===== config.mk =====
export PLATFORM = sky130hd
export DESIGN_NAME = rs_cluster
export DESIGN_NICKNAME = d
export VERILOG_FILES = /design/src/design/rs_pkg.sv /design/src/design/issue_arbiter.sv /design/src/design/rs_bank.sv /design/src/design/rs_cluster.sv
export SDC_FILE = /design/constraint.sdc
export NUM_CORES = 1
export LEC_CHECK = 0
export BUFFER_PORTS_ARGS = -buffer_cell sky130_fd_sc_hd__buf_4
export CAP_MARGIN = 30
export CORE_AREA = 2 2 193 195
export CTS_BUF_LIST = sky130_fd_sc_hd__clkbuf_8
export DETAILED_ROUTE_END_ITERATION = 16
export DIE_AREA = 0 0 195 197
export GPL_ROUTABILITY_DRIVEN = 0
export PLACE_DENSITY = 0.87
export SLEW_MARGIN = 20
export SYNTH_ARGS = -nofsm -noshare
export SYNTH_HDL_FRONTEND = slang
export SYNTH_SLANG_ARGS = --single-unit

===== constraint.sdc =====
create_clock -name clock -period 4.5 [get_ports clock]
set_clock_uncertainty 0.15 [all_clocks]
set_input_delay 0 -clock clock [delete_from_list [all_inputs] [get_ports clock]]
set_output_delay 0 -clock clock [all_outputs]
set_load 0.05 [all_outputs]

===== src/design/rs_pkg.sv =====
/* Shared widths, bank depths and opcode enums for the issue cluster.
   Referenced by scoped name from the RTL and the testbench. */
package rs_pkg;

    // Producer tag, names a reorder-buffer slot
    localparam int TAG_WIDTH = 4;

    // Operand width
    localparam int DATA_WIDTH = 32;

    // Bank depths
    localparam int ALU_ENTRIES  = 3;
    localparam int MULT_ENTRIES = 2;

    // Unit selector
    typedef enum logic {
        FU_ALU  = 1'b0,
        FU_MULT = 1'b1
    } fu_t;

    // ALU operations
    typedef enum logic [2:0] {
        ADD = 3'd0,
        SUB = 3'd1,
        AND = 3'd2,
        OR  = 3'd3,
        XOR = 3'd4
    } alu_op_t;

    // Multiplier operations, low or high half of product
    typedef enum logic {
        MUL_LO = 1'b0,
        MUL_HI = 1'b1
    } mult_op_t;

endpackage


===== src/design/issue_arbiter.sv =====
/* Round-robin choice between the ALU and multiplier bank requests.
   Drives the single issue port and returns a one-cycle grant to the winner. */
module issue_arbiter (
    input  logic                           clock,
    input  logic                           reset,
    input  logic                           alu_req,
    input  rs_pkg::alu_op_t                alu_op,
    input  logic [rs_pkg::TAG_WIDTH-1:0]   alu_tag,
    input  logic [rs_pkg::DATA_WIDTH-1:0]  alu_a,
    input  logic [rs_pkg::DATA_WIDTH-1:0]  alu_b,
    input  logic                           mult_req,
    input  rs_pkg::mult_op_t               mult_op,
    input  logic [rs_pkg::TAG_WIDTH-1:0]   mult_tag,
    input  logic [rs_pkg::DATA_WIDTH-1:0]  mult_a,
    input  logic [rs_pkg::DATA_WIDTH-1:0]  mult_b,
    output logic                           alu_grant,
    output logic                           mult_grant,
    output logic                           issue_valid,
    output rs_pkg::fu_t                    issue_fu,
    output rs_pkg::alu_op_t                issue_alu_op,
    output rs_pkg::mult_op_t               issue_mult_op,
    output logic [rs_pkg::TAG_WIDTH-1:0]   issue_dest_tag,
    output logic [rs_pkg::DATA_WIDTH-1:0]  issue_a,
    output logic [rs_pkg::DATA_WIDTH-1:0]  issue_b
);

    logic mult_prio;  // High when multiplier wins a tie
    logic contested;

    assign contested = alu_req && mult_req;

    // Grant the lone requester, else the one holding priority
    assign alu_grant  = alu_req && (!mult_req || !mult_prio);
    assign mult_grant = mult_req && !alu_grant;

    // Priority moves to the loser only after a tie
    always_ff @(posedge clock or posedge reset) begin
        if (reset) begin
            mult_prio <= 1'b0;  // ALU first
        end else if (contested) begin
            mult_prio <= !mult_prio;
        end
    end

    assign issue_valid = alu_req || mult_req;
    assign issue_fu    = mult_grant ? rs_pkg::FU_MULT : rs_pkg::FU_ALU;

    // Unselected op field rests at its first encoding
    assign issue_alu_op  = alu_grant ? alu_op : rs_pkg::ADD;
    assign issue_mult_op = mult_grant ? mult_op : rs_pkg::MUL_LO;

    assign issue_dest_tag = mult_grant ? mult_tag : alu_tag;
    assign issue_a        = mult_grant ? mult_a : alu_a;
    assign issue_b        = mult_grant ? mult_b : alu_b;

endmodule


===== src/design/rs_bank.sv =====
/* Reservation-station bank: holds dispatched ops until both operands are
   known, wakes them from the CDB and offers the lowest ready entry for issue. */
module rs_bank #(
    parameter int  DEPTH     = 2,
    parameter type payload_t = logic
) (
    input  logic                           clock,
    input  logic                           reset,
    input  logic                           squash,
    input  logic                           alloc,
    input  payload_t                       alloc_op,
    input  logic [rs_pkg::TAG_WIDTH-1:0]   dest_tag,
    input  logic [rs_pkg::TAG_WIDTH-1:0]   a_tag,
    input  logic [rs_pkg::TAG_WIDTH-1:0]   b_tag,
    input  logic                           a_ready,
    input  logic                           b_ready,
    input  logic [rs_pkg::DATA_WIDTH-1:0]  a_value,
    input  logic [rs_pkg::DATA_WIDTH-1:0]  b_value,
    input  logic                           cdb_valid,
    input  logic [rs_pkg::TAG_WIDTH-1:0]   cdb_tag,
    input  logic [rs_pkg::DATA_WIDTH-1:0]  cdb_value,
    input  logic                           grant,
    output logic                           free_avail,
    output logic                           req,
    output payload_t                       req_op,
    output logic [rs_pkg::TAG_WIDTH-1:0]   req_tag,
    output logic [rs_pkg::DATA_WIDTH-1:0]  req_a,
    output logic [rs_pkg::DATA_WIDTH-1:0]  req_b
);

    // Control state per entry
    logic [DEPTH-1:0] busy;
    logic [DEPTH-1:0] a_rdy;
    logic [DEPTH-1:0] b_rdy;

    // Payload per entry
    payload_t                          op_q    [DEPTH];
    logic [rs_pkg::TAG_WIDTH-1:0]      dest_q  [DEPTH];
    logic [rs_pkg::TAG_WIDTH-1:0]      a_tag_q [DEPTH];
    logic [rs_pkg::TAG_WIDTH-1:0]      b_tag_q [DEPTH];
    logic [rs_pkg::DATA_WIDTH-1:0]     a_val_q [DEPTH];
    logic [rs_pkg::DATA_WIDTH-1:0]     b_val_q [DEPTH];

    logic [DEPTH-1:0] alloc_sel;   // One-hot, lowest free entry
    logic [DEPTH-1:0] ready_vec;   // Busy with both operands in
    logic [DEPTH-1:0] issue_sel;   // One-hot, lowest ready entry
    logic [DEPTH-1:0] a_wake;      // CDB match on waiting source a
    logic [DEPTH-1:0] b_wake;
    logic             alloc_fire;
    logic             any_ready;

    // Same-cycle bypass from the CDB at dispatch
    logic a_bypass;
    logic b_bypass;

    assign a_bypass = cdb_valid && (cdb_tag == a_tag);
    assign b_bypass = cdb_valid && (cdb_tag == b_tag);

    assign free_avail = ~&busy;
    assign alloc_fire = alloc && !squash;  // Squash edge drops dispatch

    // Lowest free slot, none selected when full
    always_comb begin
        logic found;
        found     = 1'b0;
        alloc_sel = '0;
        for (int i = 0; i < DEPTH; i++) begin
            if (!found && !busy[i]) begin
                found        = 1'b1;
                alloc_sel[i] = 1'b1;
            end
        end
    end

    // Wakeup compare, only on sources still waiting
    always_comb begin
        for (int i = 0; i < DEPTH; i++) begin
            a_wake[i] = busy[i] && !a_rdy[i] && cdb_valid && (cdb_tag == a_tag_q[i]);
            b_wake[i] = busy[i] && !b_rdy[i] && cdb_valid && (cdb_tag == b_tag_q[i]);
        end
    end

    assign ready_vec = busy & a_rdy & b_rdy;

    // Priority pick of the request, lowest index wins
    always_comb begin
        any_ready = 1'b0;
        issue_sel = '0;
        req_op    = op_q[0];
        req_tag   = dest_q[0];
        req_a     = a_val_q[0];
        req_b     = b_val_q[0];
        for (int i = 0; i < DEPTH; i++) begin
            if (!any_ready && ready_vec[i]) begin
                any_ready    = 1'b1;
                issue_sel[i] = 1'b1;
                req_op       = op_q[i];
                req_tag      = dest_q[i];
                req_a        = a_val_q[i];
                req_b        = b_val_q[i];
            end
        end
    end

    assign req = any_ready && !squash;  // Held off during squash

    // Busy and operand-ready bits
    always_ff @(posedge clock or posedge reset) begin
        if (reset) begin
            busy  <= '0;
            a_rdy <= '0;
            b_rdy <= '0;
        end else if (squash) begin
            busy <= '0;  // Flush all entries
        end else begin
            for (int i = 0; i < DEPTH; i++) begin
                if (grant && issue_sel[i]) begin
                    busy[i] <= 1'b0;  // Issued, slot free next cycle
                end
                if (alloc_fire && alloc_sel[i]) begin
                    busy[i]  <= 1'b1;
                    a_rdy[i] <= a_ready || a_bypass;
                    b_rdy[i] <= b_ready || b_bypass;
                end
                if (a_wake[i]) begin
                    a_rdy[i] <= 1'b1;
                end
                if (b_wake[i]) begin
                    b_rdy[i] <= 1'b1;
                end
            end
        end
    end

    // Entry payload, written on allocate and on CDB capture
    always_ff @(posedge clock) begin
        for (int i = 0; i < DEPTH; i++) begin
            if (alloc_fire && alloc_sel[i]) begin
                op_q[i]    <= alloc_op;
                dest_q[i]  <= dest_tag;
                a_tag_q[i] <= a_tag;
                b_tag_q[i] <= b_tag;
                a_val_q[i] <= a_ready ? a_value : cdb_value;  // Bypass value if waiting
                b_val_q[i] <= b_ready ? b_value : cdb_value;
            end
            if (a_wake[i]) begin
                a_val_q[i] <= cdb_value;
            end
            if (b_wake[i]) begin
                b_val_q[i] <= cdb_value;
            end
        end
    end

endmodule


===== src/design/rs_cluster.sv =====
/* Issue cluster top: steers dispatch to the ALU or multiplier bank, feeds
   both from the CDB and merges their requests into one issue port. */
module rs_cluster (
    input  logic                           clock,
    input  logic                           reset,
    input  logic                           squash,
    // Dispatch strobe and payload
    input  logic                           dispatch_valid,
    input  rs_pkg::fu_t                    dispatch_fu,
    input  rs_pkg::alu_op_t                dispatch_alu_op,
    input  rs_pkg::mult_op_t               dispatch_mult_op,
    input  logic [rs_pkg::TAG_WIDTH-1:0]   dispatch_dest_tag,
    input  logic [rs_pkg::TAG_WIDTH-1:0]   src_a_tag,
    input  logic                           src_a_ready,
    input  logic [rs_pkg::DATA_WIDTH-1:0]  src_a_value,
    input  logic [rs_pkg::TAG_WIDTH-1:0]   src_b_tag,
    input  logic                           src_b_ready,
    input  logic [rs_pkg::DATA_WIDTH-1:0]  src_b_value,
    // Common data bus
    input  logic                           cdb_valid,
    input  logic [rs_pkg::TAG_WIDTH-1:0]   cdb_tag,
    input  logic [rs_pkg::DATA_WIDTH-1:0]  cdb_value,
    // Bank space
    output logic                           alu_ready,
    output logic                           mult_ready,
    // Issue port
    output logic                           issue_valid,
    output rs_pkg::fu_t                    issue_fu,
    output rs_pkg::alu_op_t                issue_alu_op,
    output rs_pkg::mult_op_t               issue_mult_op,
    output logic [rs_pkg::TAG_WIDTH-1:0]   issue_dest_tag,
    output logic [rs_pkg::DATA_WIDTH-1:0]  issue_a,
    output logic [rs_pkg::DATA_WIDTH-1:0]  issue_b
);

    logic alu_alloc;
    logic mult_alloc;

    // Bank to arbiter
    logic                          alu_req;
    rs_pkg::alu_op_t               alu_req_op;
    logic [rs_pkg::TAG_WIDTH-1:0]  alu_req_tag;
    logic [rs_pkg::DATA_WIDTH-1:0] alu_req_a;
    logic [rs_pkg::DATA_WIDTH-1:0] alu_req_b;
    logic                          mult_req;
    rs_pkg::mult_op_t              mult_req_op;
    logic [rs_pkg::TAG_WIDTH-1:0]  mult_req_tag;
    logic [rs_pkg::DATA_WIDTH-1:0] mult_req_a;
    logic [rs_pkg::DATA_WIDTH-1:0] mult_req_b;
    logic                          alu_grant;
    logic                          mult_grant;

    // Unit decode of the dispatch strobe
    assign alu_alloc  = dispatch_valid && (dispatch_fu == rs_pkg::FU_ALU);
    assign mult_alloc = dispatch_valid && (dispatch_fu == rs_pkg::FU_MULT);

    rs_bank #(
        .DEPTH     (rs_pkg::ALU_ENTRIES),
        .payload_t (rs_pkg::alu_op_t)
    ) alu_bank (
        .clock, .reset, .squash,
        .alloc      (alu_alloc),
        .alloc_op   (dispatch_alu_op),
        .dest_tag   (dispatch_dest_tag),
        .a_tag      (src_a_tag),
        .b_tag      (src_b_tag),
        .a_ready    (src_a_ready),
        .b_ready    (src_b_ready),
        .a_value    (src_a_value),
        .b_value    (src_b_value),
        .cdb_valid, .cdb_tag, .cdb_value,
        .grant      (alu_grant),
        .free_avail (alu_ready),
        .req        (alu_req),
        .req_op     (alu_req_op),
        .req_tag    (alu_req_tag),
        .req_a      (alu_req_a),
        .req_b      (alu_req_b)
    );

    rs_bank #(
        .DEPTH     (rs_pkg::MULT_ENTRIES),
        .payload_t (rs_pkg::mult_op_t)
    ) mult_bank (
        .clock, .reset, .squash,
        .alloc      (mult_alloc),
        .alloc_op   (dispatch_mult_op),
        .dest_tag   (dispatch_dest_tag),
        .a_tag      (src_a_tag),
        .b_tag      (src_b_tag),
        .a_ready    (src_a_ready),
        .b_ready    (src_b_ready),
        .a_value    (src_a_value),
        .b_value    (src_b_value),
        .cdb_valid, .cdb_tag, .cdb_value,
        .grant      (mult_grant),
        .free_avail (mult_ready),
        .req        (mult_req),
        .req_op     (mult_req_op),
        .req_tag    (mult_req_tag),
        .req_a      (mult_req_a),
        .req_b      (mult_req_b)
    );

    issue_arbiter arbiter (
        .clock, .reset,
        .alu_req    (alu_req),
        .alu_op     (alu_req_op),
        .alu_tag    (alu_req_tag),
        .alu_a      (alu_req_a),
        .alu_b      (alu_req_b),
        .mult_req   (mult_req),
        .mult_op    (mult_req_op),
        .mult_tag   (mult_req_tag),
        .mult_a     (mult_req_a),
        .mult_b     (mult_req_b),
        .alu_grant  (alu_grant),
        .mult_grant (mult_grant),
        .issue_valid, .issue_fu, .issue_alu_op, .issue_mult_op,
        .issue_dest_tag, .issue_a, .issue_b
    );

endmodule


* Yosys cells after proc, flatten, opt, wreduce, memory -nomap -nowiden
Memory sizes are Yosys's and may differ from the RTL's.
Cells that the tools add are included.
** Word-level totals
- Bits in registers :: 16
- Bits in latches :: 0
- Bits in writable memories :: 391
- Memory bits (read-only) :: 0
- Output and inout port bits :: 76
- Word-level logic and storage cells :: 321
- Memories :: 12
** Memories
- alu_bank.a_val_q :: depth 3, width 32, rd ports 3, clocked after Yosys merged registers in 0, wr ports 3, line rs_bank.sv:41 : logic [rs_pkg::DATA_WIDTH-1:0] a_val_q [DEPTH];
- alu_bank.b_val_q :: depth 3, width 32, rd ports 3, clocked after Yosys merged registers in 0, wr ports 3, line rs_bank.sv:42 : logic [rs_pkg::DATA_WIDTH-1:0] b_val_q [DEPTH];
- mult_bank.a_val_q :: depth 2, width 32, rd ports 2, clocked after Yosys merged registers in 0, wr ports 2, line rs_bank.sv:41
- mult_bank.b_val_q :: depth 2, width 32, rd ports 2, clocked after Yosys merged registers in 0, wr ports 2, line rs_bank.sv:42
- alu_bank.a_tag_q :: depth 3, width 4, rd ports 3, clocked after Yosys merged registers in 0, wr ports 1, line rs_bank.sv:39 : logic [rs_pkg::TAG_WIDTH-1:0] a_tag_q [DEPTH];
- alu_bank.b_tag_q :: depth 3, width 4, rd ports 3, clocked after Yosys merged registers in 0, wr ports 1, line rs_bank.sv:40 : logic [rs_pkg::TAG_WIDTH-1:0] b_tag_q [DEPTH];
- 6 more memories
** Operators by class
- $add $sub $neg :: 0
- $mul :: 0
- Div/mod/pow operators :: 0
- Order comparisons :: 0
- Equal/unequal tests :: 12
- Shifts and indexed selects :: 0
- Multiplexer cells :: 142
- Bitwise operators :: 16
- Reduce and logical (&&, ||, !) cells :: 123
** Operators with widths (count)
- 32-bit two-way mux :: 20
- 1-bit two-way mux :: 94
- 1-bit logical AND :: 57
- 4-bit two-way mux :: 13
- 4-bit == test :: 12
- 4-bit OR reduction :: 9
- 1-bit logical NOT :: 23
- 2-bit AND reduction :: 11
- 2-bit nonzero test :: 10
- 2-bit two-way mux :: 9
- 3-bit two-way mux :: 6
- 3-bit nonzero test :: 5
- 1-bit bitwise OR :: 10
- 3-bit bitwise AND :: 2
- 3-bit OR reduction :: 2
- 2-bit bitwise AND :: 2
- 1-bit logical OR :: 4
- 3-bit AND reduction :: 1
- 1-bit NOT :: 2
- 1-bit OR reduction :: 1

* Logic depth before layout (Yosys ltp)
- Word-level depth :: 17
- Mapped depth :: 7
- Gate-level depth less buffers :: 5

* Cells and area by module
Synthesis repeated with hierarchy kept, for this count alone.
** Second synthesis, totals
- Cell total of the unflattened synthesis :: 1445
- Area, all modules :: 20547.2 µm²
** By module, submodules not included
- rs_bank (alu_bank) :: times used 1, cells an instance 854, area an instance 11842.6 µm², seq. area each 7342.0 µm²
- rs_bank (mult_bank) :: times used 1, cells an instance 500, area an instance 7716.2 µm², seq. area each 4774.6 µm²
- issue_arbiter :: times used 1, cells an instance 89, area an instance 972.2 µm², seq. area each 25.0 µm²
- rs_cluster :: times used 1, cells an instance 2, area an instance 16.3 µm², seq. area each 0.0 µm²

* Worst setup path after synthesis
No wires, ideal clock.
- Path kind :: register to register
- Start point :: memory alu_bank.a_tag_q[0][8] in the netlist's numbering
- End point :: memory alu_bank.a_val_q[2][0] in the netlist's numbering (enable)
- Arrival time :: 3.238 ns
- Path slack :: 0.644 ns
- Cell stages (with the launch flop) :: 4
- Cells stage by stage :: edfxtp_1 xor2_1 or3_1 o21ai_0
** RTL lines (line)
- start: declaration :: rs_bank.sv:39
- end: declaration :: rs_bank.sv:41

* Final worst setup path
- Start point :: register alu_bank.busy[1]
- End point :: output issue_a[1] in the netlist's numbering
** On the way
- Longest elaborated chain between the ends :: 12
- Elaborated cells on any way between the ends :: 14
- Those cells by class :: mux (5); bitwise (2); reduce/logical (7)
** RTL lines
- start: declaration :: line rs_bank.sv:32 : logic [DEPTH-1:0] busy;
- start signal: assignment :: line rs_bank.sv:110 : busy <= '0;
- start signal: assignment :: line rs_bank.sv:114 : busy <= '0;
- start signal: indexed assignment :: line rs_bank.sv:118 : busy[i] <= 1'b0;
- 3-bit bitwise AND * (2 in a row) :: line rs_bank.sv:83 : assign ready_vec = busy & a_rdy & b_rdy;
- 1-bit logical AND * :: line rs_bank.sv:94 : if (!any_ready && ready_vec[i]) begin
- 1-bit two-way mux :: line rs_bank.sv:94
- 1-bit logical NOT :: line rs_bank.sv:94
- 1-bit logical AND :: line rs_bank.sv:94
- 1-bit two-way mux :: line rs_bank.sv:94
- 1-bit logical AND :: line rs_bank.sv:105 : assign req = any_ready && !squash;
- 1-bit logical AND :: line issue_arbiter.sv:33 : assign alu_grant = alu_req && (!mult_req || !mult_prio);
- 1-bit logical NOT :: line issue_arbiter.sv:34 : assign mult_grant = mult_req && !alu_grant;
- 1-bit logical AND :: line issue_arbiter.sv:34
- 32-bit two-way mux * :: line issue_arbiter.sv:53 : assign issue_a = mult_grant ? mult_a : alu_a;
- end: declaration :: line rs_cluster.sv:32 : output logic [rs_pkg::DATA_WIDTH-1:0] issue_a,
Mark *: on every way between the ends. The rest lies on a longest branch, timed or not.

==> impl_metrics.sql <==
INSERT INTO impl_metrics (metric_group, metric, value, unit) VALUES
('run_status', 'result_of_the_run', 'complete, no violations', ''),
('synthesis', 'synth.yosys.warnings', '0', ''),
('min_path', 'hold_path_class', 'in2reg', ''),
('route', 'detail_route.wl_per_cell', '27.1', 'µm'),
('power_and_ir_drop', 'internal_power', '0.00624', 'W'),
('global_routing', 'first_pass_grt_wire_length', '90.1', 'mm'),
('power_and_ir_drop', 'fin_total_pwr', '0.00824', 'W'),
('worst_setup_path', 'timing.critical_path.to_type', 'output pin', ''),
('global_routing', 'global_routing_usage_summed_across_all_routing_layers', '0.310', ''),
('global_routing', 'grt_overflow_total', '0', ''),
('sta', 'worst_slew_margin_rel', '0.317', ''),
('route', 'route.final.wire_length', '60.9', 'mm'),
('synthesis', 'ys_seq_area_frac', '0.562', ''),
('floorplanning', 'die_width', '195', 'µm'),
('floorplanning', 'core_region_area', '36300', 'µm²'),
('synthesis', 'area_of_the_mapped_netlist', '21600', 'µm²'),
('cts', 'cts.sink_count', '407', ''),
('sta', 'rsz0062_at_grt', 'false', ''),
('power_and_ir_drop', 'seq_power_share', '0.521', ''),
('sta', 'final_min_period_over_clock_period', '0.843', ''),
('synthesis', 'synth_top_area_cell', 'sky130_fd_sc_hd__edfxtp_1', ''),
('power_and_ir_drop', 'power-per-cell-area', '316', 'nW/µm²'),
('placed_design', 'buffer_ports.inserted', '199', ''),
('layout', 'layout.cells.non_filler', '2244', ''),
('worst_setup_path', 'path_max_fanout', '41', ''),
('power_and_ir_drop', 'p_sw_frac', '0.243', ''),
('global_routing', 'first_global_vias', '15453', ''),
('placed_design', 'placedCellCount', '1966', ''),
('floorplanning', 'floorplan.die.height', '197', 'µm'),
('route', 'vias', '14787', ''),
('sta', 'post-route-min-period', '3790', 'ps'),
('power_and_ir_drop', 'comb_power_share', '0.134', ''),
('synthesis', 'proportion_of_register_bits_with_asynchronous_set_or_reset_after_synthesis', '0.0393', ''),
('synthesis', 'postSynthRegisterBits', '407', ''),
('route', 'first_pass_detailed_route_iteration_total', '5', ''),
('route', 'detailedRoute.firstIterationViolations', '1496', ''),
('worst_setup_path', 'timing.reg2reg.setup_slack', '900', 'ps'),
('power_and_ir_drop', 'p_switching', '0.00200', 'W'),
('layout', 'register_cell_area_after_layout', '12100', 'µm²'),
('cts', 'clock_tree_from_tritoncts', 'built', ''),
('power_and_ir_drop', 'power.static_leakage', '10.5', 'nW'),
('route', 'drtAntennaViolNets', '0', ''),
('worst_setup_path', 'setup.worst_path.start_class', 'flop', ''),
('cts', 'holdBufCountCts', '168', ''),
('sta', 'final_hold_viol_count', '0', ''),
('flow_run', 'drv.max_cap_violation_count', '0', ''),
('layout', 'number_of_fillers_in_the_final_layout', '2152', ''),
('synthesis', 'synth_top_area_frac', '0.543', ''),
('synthesis', 'synthTopCellsByCount', '391 x sky130_fd_sc_hd__edfxtp_1, 210 x sky130_fd_sc_hd__mux2_4, 99 x sky130_fd_sc_hd__mux2_2, 76 x sky130_fd_sc_hd__a211oi_1, 73 x sky130_fd_sc_hd__and3_1', ''),
('cts', 'postCtsResizedCells', '0', ''),
('global_routing', 'grt_antenna_before_repair', '2', ''),
('worst_setup_path', 'path_class', 'reg2out', ''),
('power_and_ir_drop', 'clock_power_share', '0.345', ''),
('cts', 'clkTransAtPathRegs', '60', 'ps'),
('synthesis', 'yosysMostFrequentCell', 'sky130_fd_sc_hd__edfxtp_1', ''),
('layout', 'nets', '1862', ''),
('sta', 'finalSetupTns', '0', 'ps'),
('synthesis', 'post_synth_num_cell_types', '60', ''),
('worst_setup_path', 'worst-endpoint-arrival', '3640', 'ps'),
('placed_design', 'dp.final_hpwl', '34.4', 'mm'),
('cts', 'cts_setup_buffers', '0', ''),
('sta', 'slew_violations', '0', ''),
('layout', 'multiInputGateArea', '8630', 'µm²'),
('synthesis', 'synthesis.nets', '1499', ''),
('sta', 'max_clock_freq', '264', 'MHz'),
('route', 'drc', '0', ''),
('synthesis', 'dominantRegCellSynth', 'sky130_fd_sc_hd__edfxtp_1', ''),
('worst_setup_path', 'worst_ep_required_time', '4350', 'ps'),
('synthesis', 'syn_area_per_cell', '15.7', 'µm²'),
('power_and_ir_drop', 'irDropWorstVdd', '0.223', 'mV'),
('floorplanning', 'design.portCount', '200', '');
==> placed cells by master, fill, tap and decap left out, types with 4 or more instances in the layout <==
master / synthesis / layout
sky130_fd_sc_hd__inv_1: 14 / 37
sky130_fd_sc_hd__mux2_2: 99 / 99
sky130_fd_sc_hd__o21ai_4: 3 / 6
sky130_fd_sc_hd__edfxtp_1: 391 / 391
sky130_fd_sc_hd__xnor2_1: 12 / 12
sky130_fd_sc_hd__a21o_2: 0 / 4
sky130_fd_sc_hd__a31o_2: 4 / 4
sky130_fd_sc_hd__buf_16: 0 / 5
sky130_fd_sc_hd__and3_1: 73 / 72
sky130_fd_sc_hd__o32ai_1: 47 / 47
sky130_fd_sc_hd__nor3_2: 3 / 4
sky130_fd_sc_hd__buf_12: 15 / 4
sky130_fd_sc_hd__mux2i_1: 72 / 72
sky130_fd_sc_hd__o32ai_2: 21 / 21
sky130_fd_sc_hd__nor2_1: 10 / 10
sky130_fd_sc_hd__a221oi_1: 7 / 7
sky130_fd_sc_hd__a21o_4: 4 / 4
sky130_fd_sc_hd__clkinv_1: 0 / 10
sky130_fd_sc_hd__o21ai_0: 71 / 69
sky130_fd_sc_hd__mux2_4: 210 / 210
sky130_fd_sc_hd__mux2_1: 11 / 11
sky130_fd_sc_hd__dfrtp_1: 16 / 16
sky130_fd_sc_hd__xor2_1: 37 / 37
sky130_fd_sc_hd__buf_4: 5 / 222
sky130_fd_sc_hd__dlygate4sd3_1: 0 / 168
sky130_fd_sc_hd__a211oi_1: 76 / 76
sky130_fd_sc_hd__nand3_1: 10 / 9
sky130_fd_sc_hd__nand2_1: 15 / 13
sky130_fd_sc_hd__clkbuf_8: 0 / 69
sky130_fd_sc_hd__nor3_1: 15 / 14
sky130_fd_sc_hd__a21oi_1: 4 / 4
==> sequential cells by signal (all words and copies together) (netlist names), 2 cells and up <==
signal,count
mult_bank.a_val_q,64
mult_bank.b_rdy,2
alu_bank.b_tag_q,12
mult_bank.op_q,2
alu_bank.op_q,9
mult_bank.a_tag_q,8
alu_bank.busy,3
mult_bank.b_tag_q,8
mult_bank.b_val_q,64
mult_bank.busy,2
mult_bank.dest_q,8
alu_bank.a_tag_q,12
alu_bank.a_rdy,3
alu_bank.a_val_q,96
alu_bank.dest_q,12
mult_bank.a_rdy,2
alu_bank.b_rdy,3
alu_bank.b_val_q,96
==> worst max-delay path, stage by stage, from the launching register on <==
cell and delay [ps]:
sky130_fd_sc_hd__dfrtp_1 490, sky130_fd_sc_hd__and3_2 760, sky130_fd_sc_hd__buf_4 570, sky130_fd_sc_hd__and3_1 230, sky130_fd_sc_hd__a211oi_1 60, sky130_fd_sc_hd__o32ai_1 610
sky130_fd_sc_hd__buf_4 320
==> cell type report <==
type,instances,share of cell area
Clock buffer,69,0.0364
Clock inverter,36,0.00552
Sequential cell,407,0.466
Antenna cell,2,0.000192
Timing Repair Buffer,399,0.137
Multi-Input combinational cell,849,0.331
Tap cell,468,0.0225
Inverter,14,0.00202
==> power by group through the flow <==
| stage | registers (W) | logic (W) | clock network [W] |
|---|---|---|---|
| detailed placement | 0.00437 | 0.000933 | 0 |
| floorplan | 0.00436 | 0.000648 | 0 |
| global route | 0.00430 | 0.00115 | 0.00299 |
| finish | 0.00430 | 0.00110 | 0.00284 |
| CTS | 0.00429 | 0.00107 | 0.00285 |
| global placement | 0.00437 | 0.000896 | 0 |
==> logic make-up (layout without fill, tap and decap cells) <==
family / Yosys count / in the layout / share of synthesized area
AOI/OAI and AO/OA: 257 / 257 / 0.0970
buffers and inverters: 119 / 518 / 0.0422
and+or+nand+nor: 151 / 151 / 0.0428
xor gates and xnor gates: 49 / 49 / 0.0199
muxes: 392 / 392 / 0.236
DFF: 407 / 407 / 0.562
other: 0 / 2 / 0
==> path summary, 6_finish.rpt <==
kind	startpoint	to	depth (start not counted)
max in group asynchronous	reset	alu_bank.b_rdy[2]$_DFFE_PP0P_	4
min reg2reg	alu_bank.a_rdy[2]$_DFFE_PP0P_	alu_bank.a_rdy[2]$_DFFE_PP0P_	1
min	dispatch_alu_op[1]	alu_bank.op_q[0][7]$_DFFE_PP_	2
max reg2reg	alu_bank.busy[2]$_DFFE_PP0P_	alu_bank.a_val_q[2][23]$_DFFE_PP_	6
max	alu_bank.busy[1]$_DFFE_PP0P_	issue_a[1]	6
min in group asynchronous	reset	mult_bank.a_rdy[1]$_DFFE_PP0P_	4
==> routing by layer <==
layer	vias up	GRT usage	wire, µm
met1	7345	0.387	22500
met5	-	0	11
met2	1016	0.526	30000
li1	6203	-	-
met3	221	0.0549	5870
met4	2	0.150	2440
==> per-stage QoR <==
stage                     worst slack, ps   util  hold WS (ps)  instance area [µm²]
final                                 707  0.719          18.4                26100
after global routing                  581  0.719          19.5                26100
after CTS                             758  0.717         0.246                26000
after detailed placement             1420  0.640         -2.04                23200
after global placement               1550  0.637         -5.26                23100
after floorplan                       644      -          -236                21600
Power figures use the tool's default switching activity.
